`src/hw/sram_map_pkg.sv`:
```
package sram_map_pkg;

  // ------------------------------------------------------------
  // Widths seen at the port
  // ------------------------------------------------------------

  // Byte address as presented by the requester
  typedef logic [15:0] byte_addr_t;

  // One data word, also used for the macro bit mask
  typedef logic [31:0] word_t;

  // Byte write strobes, all zero is a read
  typedef logic [3:0] strobe_t;

  // Outcome of the address decode
  typedef enum logic [1:0] {
    bank_0,
    bank_1,
    bank_none
  } bank_t;

  // ------------------------------------------------------------
  // Address map
  // ------------------------------------------------------------

  // Bank 0, 16 KB at the bottom
  localparam byte_addr_t bank0_base  = 16'h0000;
  localparam byte_addr_t bank0_limit = 16'h3fff;

  // Bank 1, 32 KB in the upper half
  localparam byte_addr_t bank1_base  = 16'h8000;
  localparam byte_addr_t bank1_limit = 16'hffff;

  // Byte address widths handed to the wrappers
  localparam int bank0_addr_width = 14;
  localparam int bank1_addr_width = 15;

endpackage

```
`src/hw/sram_bus_pkg.sv`:
```
package sram_bus_pkg;

  // Field types come from the address map
  import sram_map_pkg::*;

  // ------------------------------------------------------------
  // Request channel payload
  // ------------------------------------------------------------

  // One word access
  // Strobes select written bytes, none set means read
  typedef struct packed {
    byte_addr_t addr;
    word_t      wdata;
    strobe_t    wstrb;
  } sram_req_t;

  // ------------------------------------------------------------
  // Response channel payload
  // ------------------------------------------------------------

  // Read data is zero for writes and for unmapped accesses
  // Error only for the hole between the banks
  typedef struct packed {
    word_t rdata;
    logic  error;
  } sram_rsp_t;

  // Packed widths, 52 and 33 bits
  // Handy for waveform grouping
  // and for sizing bus pipelines
  // outside this block
  //
  // addr  [51:36]
  // wdata [35:4]
  // wstrb [3:0]
  //
  // rdata [32:1]
  // error [0]

endpackage

```
`src/hw/sram_port.sv`:
```
`timescale 1ns/10ps

module sram_port (
  input  logic                                        clk,
  input  logic                                        reset,

  // Request channel
  input  sram_bus_pkg::sram_req_t                     req,
  input  logic                                        req_valid,
  output logic                                        req_ready,

  // Response channel
  output sram_bus_pkg::sram_rsp_t                     rsp,
  output logic                                        rsp_valid,
  input  logic                                        rsp_ready,

  // Bank 0 wrapper
  output logic                                        bank0_cs,
  output logic [sram_map_pkg::bank0_addr_width-1:2]   bank0_addr,
  output sram_map_pkg::word_t                         bank0_wdata,
  output sram_map_pkg::strobe_t                       bank0_wren,
  input  sram_map_pkg::word_t                         bank0_rdata,

  // Bank 1 wrapper
  output logic                                        bank1_cs,
  output logic [sram_map_pkg::bank1_addr_width-1:2]   bank1_addr,
  output sram_map_pkg::word_t                         bank1_wdata,
  output sram_map_pkg::strobe_t                       bank1_wren,
  input  sram_map_pkg::word_t                         bank1_rdata
);

  import sram_map_pkg::*;

  // Record of the access whose response is pending
  typedef struct packed {
    bank_t bank;
    logic  write;
  } pend_t;

  // ------------------------------------------------------------
  // Address decode
  // ------------------------------------------------------------

  // Offset compare works for any base, including zero
  function automatic bank_t decode(input byte_addr_t addr);
    bank_t res;
    res = bank_none;
    if (byte_addr_t'(addr - bank0_base) <= byte_addr_t'(bank0_limit - bank0_base)) begin
      res = bank_0;
    end else if (byte_addr_t'(addr - bank1_base) <=
                 byte_addr_t'(bank1_limit - bank1_base)) begin
      res = bank_1;
    end
    return res;
  endfunction

  bank_t req_bank;
  logic  req_fire;
  pend_t pend;

  assign req_bank = decode(req.addr);

  // Free slot, or the pending response leaves this cycle
  assign req_ready = ~rsp_valid | rsp_ready;
  assign req_fire  = req_valid & req_ready;

  // ------------------------------------------------------------
  // Bank drive
  // ------------------------------------------------------------

  // Select only in the accepting cycle
  assign bank0_cs = req_fire & (req_bank == bank_0);
  assign bank1_cs = req_fire & (req_bank == bank_1);

  // Word address, trimmed to each bank
  assign bank0_addr = req.addr[bank0_addr_width-1:2];
  assign bank1_addr = req.addr[bank1_addr_width-1:2];

  assign bank0_wdata = req.wdata;
  assign bank1_wdata = req.wdata;

  assign bank0_wren = req.wstrb;
  assign bank1_wren = req.wstrb;

  // ------------------------------------------------------------
  // Response register
  // ------------------------------------------------------------

  always_ff @(posedge clk) begin
    if (reset) begin
      rsp_valid  <= 1'b0;
      pend.bank  <= bank_none;
      pend.write <= 1'b0;
    end else if (req_fire) begin
      // New access, response next cycle
      rsp_valid  <= 1'b1;
      pend.bank  <= req_bank;
      pend.write <= |req.wstrb;
    end else if (rsp_ready) begin
      rsp_valid <= 1'b0;
    end
  end

  // Payload from the record and the bank output
  // Bank rdata holds until that bank is selected again
  always_comb begin
    rsp.error = (pend.bank == bank_none);
    rsp.rdata = '0;
    if (!pend.write) begin
      case (pend.bank)
        bank_0:  rsp.rdata = bank0_rdata;
        bank_1:  rsp.rdata = bank1_rdata;
        default: rsp.rdata = '0;
      endcase
    end
  end

  // ------------------------------------------------------------
  // Checks
  // ------------------------------------------------------------

  // Stalled response keeps valid and payload
  a_rsp_stable: assert property (
    @(posedge clk) disable iff (reset)
    rsp_valid && !rsp_ready |=> rsp_valid && $stable(rsp)
  ) else $error("sram_port: response changed under back-pressure");

  // One bank per access
  a_one_bank: assert property (
    @(posedge clk) disable iff (reset)
    !(bank0_cs && bank1_cs)
  ) else $error("sram_port: both banks selected");

endmodule

```
`config.mk`:
```
export PLATFORM = sky130hd
export DESIGN_NAME = sram_port
export DESIGN_NICKNAME = d
export VERILOG_FILES = /design/src/hw/sram_map_pkg.sv /design/src/hw/sram_bus_pkg.sv /design/src/hw/sram_port.sv
export SDC_FILE = /design/constraint.sdc
export NUM_CORES = 1
export LEC_CHECK = 0
export BUFFER_PORTS_ARGS = -buffer_cell sky130_fd_sc_hd__buf_2
export CELL_PAD_IN_SITES_DETAIL_PLACEMENT = 1
export CELL_PAD_IN_SITES_GLOBAL_PLACEMENT = 2
export CORE_ASPECT_RATIO = 0.5
export CORE_MARGIN = 2
export CORE_UTILIZATION = 10
export CTS_CLUSTER_SIZE = 24
export DETAILED_ROUTE_END_ITERATION = 10
export PLACE_DENSITY_LB_ADDON = 0.1
export SLEW_MARGIN = 20
export SYNTH_ARGS = -nofsm -noshare
export SYNTH_HDL_FRONTEND = slang
export SYNTH_SLANG_ARGS = --single-unit
```
`constraint.sdc`:
```
create_clock -name clk -period 0.95 [get_ports clk]
set_input_delay 0.095 -clock clk [delete_from_list [all_inputs] [get_ports clk]]
set_output_delay 0.095 -clock clk [all_outputs]
set_load 0.02 [all_outputs]
```
==> impl_metrics.yaml, run 1 <==
run_status:
  outcome: "complete, but fails checks"
  violations: "setup timing"
hold_path:
  hold_path.class: "in -> reg"
  hold_depth: 2
  min_from: "reset"
global_route:
  grt.overflow.total: 0
  track_usage_pct: 6.57
  grt_pass1_vias: 1283
  grt_pass1_wl_mm: 7.87
  antenna_found_initial: 0
  grt_max_degree: 15
setup_path:
  worstPathMaxFanout: 13
  ff2ff_setup_slack_ns: -0.01
  cpMaxStageDelayCell: "dfxtp_4"
  setup.worst_path.start: "pend[1]"
  max_stage_delay_ns: 0.38
  crit_chain: "buf_12 -> mux2i_1 -> nor2_4 -> buf_2"
  path_delay_family: "flip-flops"
  r2r-start: "rsp_valid"
  rr_worst_depth: 4
  cp-end-kind: "primary output"
  endpoint: "rsp[26]"
  path_depth: 4
  crit_arrival_ns: 1.32
  cp.buffers_inverters: 2
  reg2reg_to: "pend[1]"
  critPathKind: "reg -> out"
  cp.required_ns: 0.85
  worstSetupStartpointType: "flip-flop"
power_and_ir_drop:
  sw_frac_of_total_pct: 35.8
  vdd_drop_max_mv: 0.327
  sequentialPowerShare_pct: 9.7
  clkPwrFrac_pct: 34.6
  powerDensity_nw_per_um2: 871
  total_power_mw: 1.99
  p_comb_share_pct: 55.7
  power_switching_mw: 0.711
  p_leak_nw: 0.989
  intPower_mw: 1.27
yosys:
  ys_types: 18
  syn_area_um2: 1470
  ys_seq_elements: 4
  syn_avg_cell_area_um2: 7.68
  ys.warnings.count: 0
  seq_area_frac_synth_pct: 5.46
  syn_inst: 191
  syn-num-nets: 311
floorplanning:
  rows: 31
  die-area_um2: 15700
  ios: 254
  die_w_um: 175
  die_h_um: 89.6
  core_area_um2: 14400
  initial_core_util_pct: 10.2
clocking:
  cts_htree_levels: 1
  cts_buffer_depth: 2
  cts_tree: "yes"
  cts-hold-fix-buffers: 0
  cts.sinks: 4
  clock_latency_ns: 0.23
  cts_buffers: 3
  clkTransAtPathRegs_ns: 0.03
  root_buffer: "clkbuf_16"
routing:
  wire_per_inst_um: 13.8
  via_count: 1250
  drcViolationCount: 0
  drtAntennaViolNets: 0
  totalWireLength_mm: 5.80
  firstDrtPassIters: 4
  viasPerCell: 2.96
  initialDrtViolationCount: 7
final_layout:
  layout_common_cells: "buf_2, nor2_4, mux2i_2, buf_6, buf_4"
  drive_gt1_share_pct: 93.8
  insertedDiodeCount: 0
  syn_to_final_growth_pct: 55.5
  fillers: 1697
  final_area_um2: 2280
  post-route-util_pct: 15.8
  multi_input_area_um2: 970
  final_common_cell: "buf_2"
  regArea_um2: 88.8
  final_nets: 345
timing:
  rsz0062_at_grt: "yes"
  post-route-period-util_pct: 149
  setup_viol: 37
  fin_setup_tns_ns: -14.25
  relSlewSlack_pct: 76.7
  fin_worst_skew_ns: 0.00410
  drv_slew: 0
  setup_slack_ns: -0.463
  fmax_mhz: 708
  period_minus_slack_ns: 1.41
  holdWs_ns: 0.0971
  tightestPinTransition_ns: 0.347
  final-hold-violation-count: 0
run:
  cap_viol_max_count: 0
placed_design:
  hpwl_mm: 5.02
  port_buffers: 119
  placed_area_um2: 1880
  place_congestion: 0.683
==> synthesized netlist by cell type (all sizes together) <==
library cell,number,area share (%)
buf,106,56
mux2i,33,23
nor2,33,8.8
dfxtp,4,5.5
a21oi,3,1.0
inv,2,0.51
a21boi,1,0.51
a311oi,1,0.60
and3,1,0.77
nand2,1,0.26
nand2b,1,0.94
nor2b,1,0.43
nor3,1,0.34
nor4,1,0.43
o21ba,1,0.68
or2,1,0.43
==> area by class of cell <==
type                            instances  area share [%]
Clock buffer                            4            3.46
Tap cell                              198            10.9
Inverter                                2           0.329
Multi-Input combinational cell         79            42.5
Sequential cell                         4            3.90
Timing Repair Buffer                  135            38.9
==> worst min path at each step <==
stage	endpoint
finish	rsp_valid
global route	rsp_valid
CTS	rsp_valid
detailed placement	bank1_wdata[29]
global placement	bank1_wdata[29]
floorplan	rsp_valid
==> layer usage <==
| layer | global-route usage, % | part of all wire (%) | up-vias |
|---|---|---|---|
| li1 | - | - | 577 |
| met1 | 5.88 | 28 | 579 |
| met2 | 13.1 | 56 | 75 |
| met3 | 3.45 | 13 | 19 |
| met4 | 2.05 | 1.6 | 0 |
| met5 | 0 | 0 | - |
==> power by group through the flow <==
stage	Combinational, mW	Sequential, mW	Clock (mW)
6_report	1.11	0.192	0.687
2_1_floorplan	1.13	0.193	0
4_1_cts	1.08	0.193	0.701
3_3_place_gp	0.907	0.195	0
5_1_grt	1.18	0.196	0.723
3_5_place_dp	0.907	0.196	0
==> through the flow <==
stage / setup slack [ns] / instances
after floorplan: -0.108 / 191
after global placement: -0.228 / 412
after detailed placement: -0.247 / 412
after CTS: -0.469 / 422
after global routing: -0.511 / 422
final: -0.463 / 422
==> sequential cells by signal, summed over array words and instances, names as in the netlist <==
signal,count
pend,3
rsp_valid,1
==> kinds of logic (layout without fill, tap and decap cells) <==
kind of cell	count (synthesis)	after routing	share of synthesized area (%)
buffers and inverters	108	141	56.8
and+or+nand+nor	40	40	12.4
DFF	4	4	5.46
muxes	33	33	22.5
AOI/OAI and AO/OA	6	6	2.82
==> timing repair <==
item / in CTS / in global routing
endpoints found under the setup margin: 35 / 38
pin swaps: 3 / 1
gates cloned: 1 / 0
resized for setup: 53 / 14
buffers inserted: 5 / 0
(Power assumes the default switching activity.)
==> inputs of run 2 (changes only) <==
--- a/config.mk
+++ b/config.mk
@@ -10,7 +10,7 @@
 export CELL_PAD_IN_SITES_GLOBAL_PLACEMENT = 2
 export CORE_ASPECT_RATIO = 0.5
 export CORE_MARGIN = 2
-export CORE_UTILIZATION = 10
+export CORE_UTILIZATION = 11
 export CTS_CLUSTER_SIZE = 24
 export DETAILED_ROUTE_END_ITERATION = 10
 export PLACE_DENSITY_LB_ADDON = 0.1
==> constraint.sdc (replaced) <==
create_clock -name clk -period 1.5 [get_ports clk]
set_input_delay 0.15 -clock clk [delete_from_list [all_inputs] [get_ports clk]]
set_output_delay 0.15 -clock clk [all_outputs]
set_load 0.02 [all_outputs]
==> run 2 against run 1 <==
  * The flow finishes with violations (DRC)
  * Critical path depth unchanged
  * Clock skew fell by 0.0018 ns
  * Register-to-register slack gained 0.54 ns
  * Setup slack improved by 0.52 ns
  * Count of clock-buffer cells in the layout down 1
  * Sequential share of layout area grew 1.2 points
  * Die area down 8.8%
  * First-iteration DRC count rose to 5.9 times the previous value
  * Critical endpoint is now rsp[28]
==> impl_metrics.yaml, run 2 (same netlist as run 1, synthesis figures left out) <==
run_status:
  outcome: "complete, but fails checks"
  violations: "DRC"
clocking:
  cts_buffer_depth: 2
  cts_htree_levels: 1
  cts-hold-fix-buffers: 0
  clkTransAtPathRegs_ns: 0.03
  clock_latency_ns: 0.23
  cts_tree: "yes"
  cts_buffers: 3
  cts.sinks: 4
  root_buffer: "clkbuf_16"
routing:
  initialDrtViolationCount: 41
  totalWireLength_mm: 5.03
  viasPerCell: 3.05
  firstDrtPassIters: 6
  wire_per_inst_um: 13.2
  drtAntennaViolNets: 0
  via_count: 1162
  drcViolationCount: 15
global_route:
  grt_max_degree: 24
  grt.overflow.total: 0
  track_usage_pct: 6.52
  grt_pass1_wl_mm: 7.16
  antenna_found_initial: 0
  grt_pass1_vias: 1272
final_layout:
  fillers: 1577
  insertedDiodeCount: 0
  regMostFlops: "pend"
  final_nets: 333
  regArea_um2: 83.8
  layout_common_cells: "buf_2, nor2_1, mux2i_1, buf_4"
  drive_gt1_share_pct: 64.9
  syn_to_final_growth_pct: 11.5
  final_area_um2: 1640
  multi_input_area_um2: 573
  final_common_cell: "buf_2"
  post-route-util_pct: 12.7
  largest_reg_flops: 3
  reg_top3: "pend: 3 flops, rsp_valid: 1 flops"
setup_path:
  worstSetupStartpointType: "flip-flop"
  setup.worst_path.start: "pend[1]"
  crit_arrival_ns: 1.29
  critPathKind: "reg -> out"
  cp.required_ns: 1.35
  r2r-start: "pend[1]"
  worstPathMaxFanout: 11
  rr_worst_depth: 3
  cp-end-kind: "primary output"
timing:
  fin_worst_skew_ns: 0.00232
  rsz0062_at_grt: "yes"
  period_minus_slack_ns: 1.44
  post-route-period-util_pct: 96.0
  setup_slack_ns: 0.0603
  final-hold-violation-count: 0
  relSlewSlack_pct: 62.4
  drv_slew: 0
  fmax_mhz: 695
  setup_viol: 0
  holdWs_ns: 0.158
  tightestPinTransition_ns: 0.559
placed_design:
  preCtsSetupSlack_ns: 0.178
  port_buffers: 119
  placed_area_um2: 1510
  place_congestion: 0.693
  hpwl_mm: 4.36
power_and_ir_drop:
  powerDensity_nw_per_um2: 610
  p_leak_nw: 0.819
  vdd_drop_max_mv: 0.241
floorplanning:
  core_area_um2: 12800
  rows: 29
  die_h_um: 85.6
  ios: 254
  die_w_um: 167
  initial_core_util_pct: 11.4
  die-area_um2: 14300
run:
  cap_viol_max_count: 0
hold_path:
  min_from: "reset"
  hold_path.class: "in -> reg"
  hold_depth: 2
## run 2: cell types whose count changed in the layout (fill, tap and decap cells not counted), sizes merged
cell and delta:
buf -12, clkbuf -1
## run 2: what timing repair did
action | 4_1_cts | 5_1_grt
resized for setup | 3 | 16
setup buffers | 0 | 0
setup endpoints to repair | 16 | 15
## run 2: layout make-up
cell class	instances	area share (%)
timing repair buffer	123	41.8
inverter	2	0.459
multi-input combinational	79	35.0
clock buffer	3	4.59
sequential	4	5.13
tap	170	13.0
## run 2: critical path, cell delays in order (launching register included)
cell and delay, ns:
dfxtp_4 0.41, buf_12 0.17, mux2i_2 0.25, nor2_1 0.07
buf_2 0.16
## run 2: path summary, 6_finish.rpt
kind | slack (ns) | to
hold / removal | 0.16 | rsp_valid
hold reg to reg | 0.53 | pend[2]
setup / recovery | 0.06 | rsp[28]
setup reg to reg | 0.53 | pend[1]
## run 2: layer usage
layer / share of wire, % / GRT usage, %
met5: 0 / 0
met4: 2.5 / 4.11
met3: 8.6 / 1.57
met2: 59 / 13.7
met1: 30 / 5.65
## run 2: metrics by stage
| step | setup TNS, ns | power, mW | std cells |
|---|---|---|---|
| 2_1_floorplan | 0 | 0.736 | 191 |
| 3_5_place_dp | 0 | 0.567 | 378 |
| 3_3_place_gp | 0 | 0.566 | 378 |
| 5_1_grt | -0.0884 | 1.06 | 381 |
| 6_report | 0 | 0.997 | 381 |
| 4_1_cts | 0 | 1.00 | 381 |
## run 2: power by group
group | internal (mW) | switching (mW) | leakage, nW
Clock | 0.341 | 0.0811 | 0.0370
Sequential | 0.115 | 0.0103 | 0.0340
Combinational | 0.210 | 0.240 | 0.748
Total | 0.666 | 0.331 | 0.819
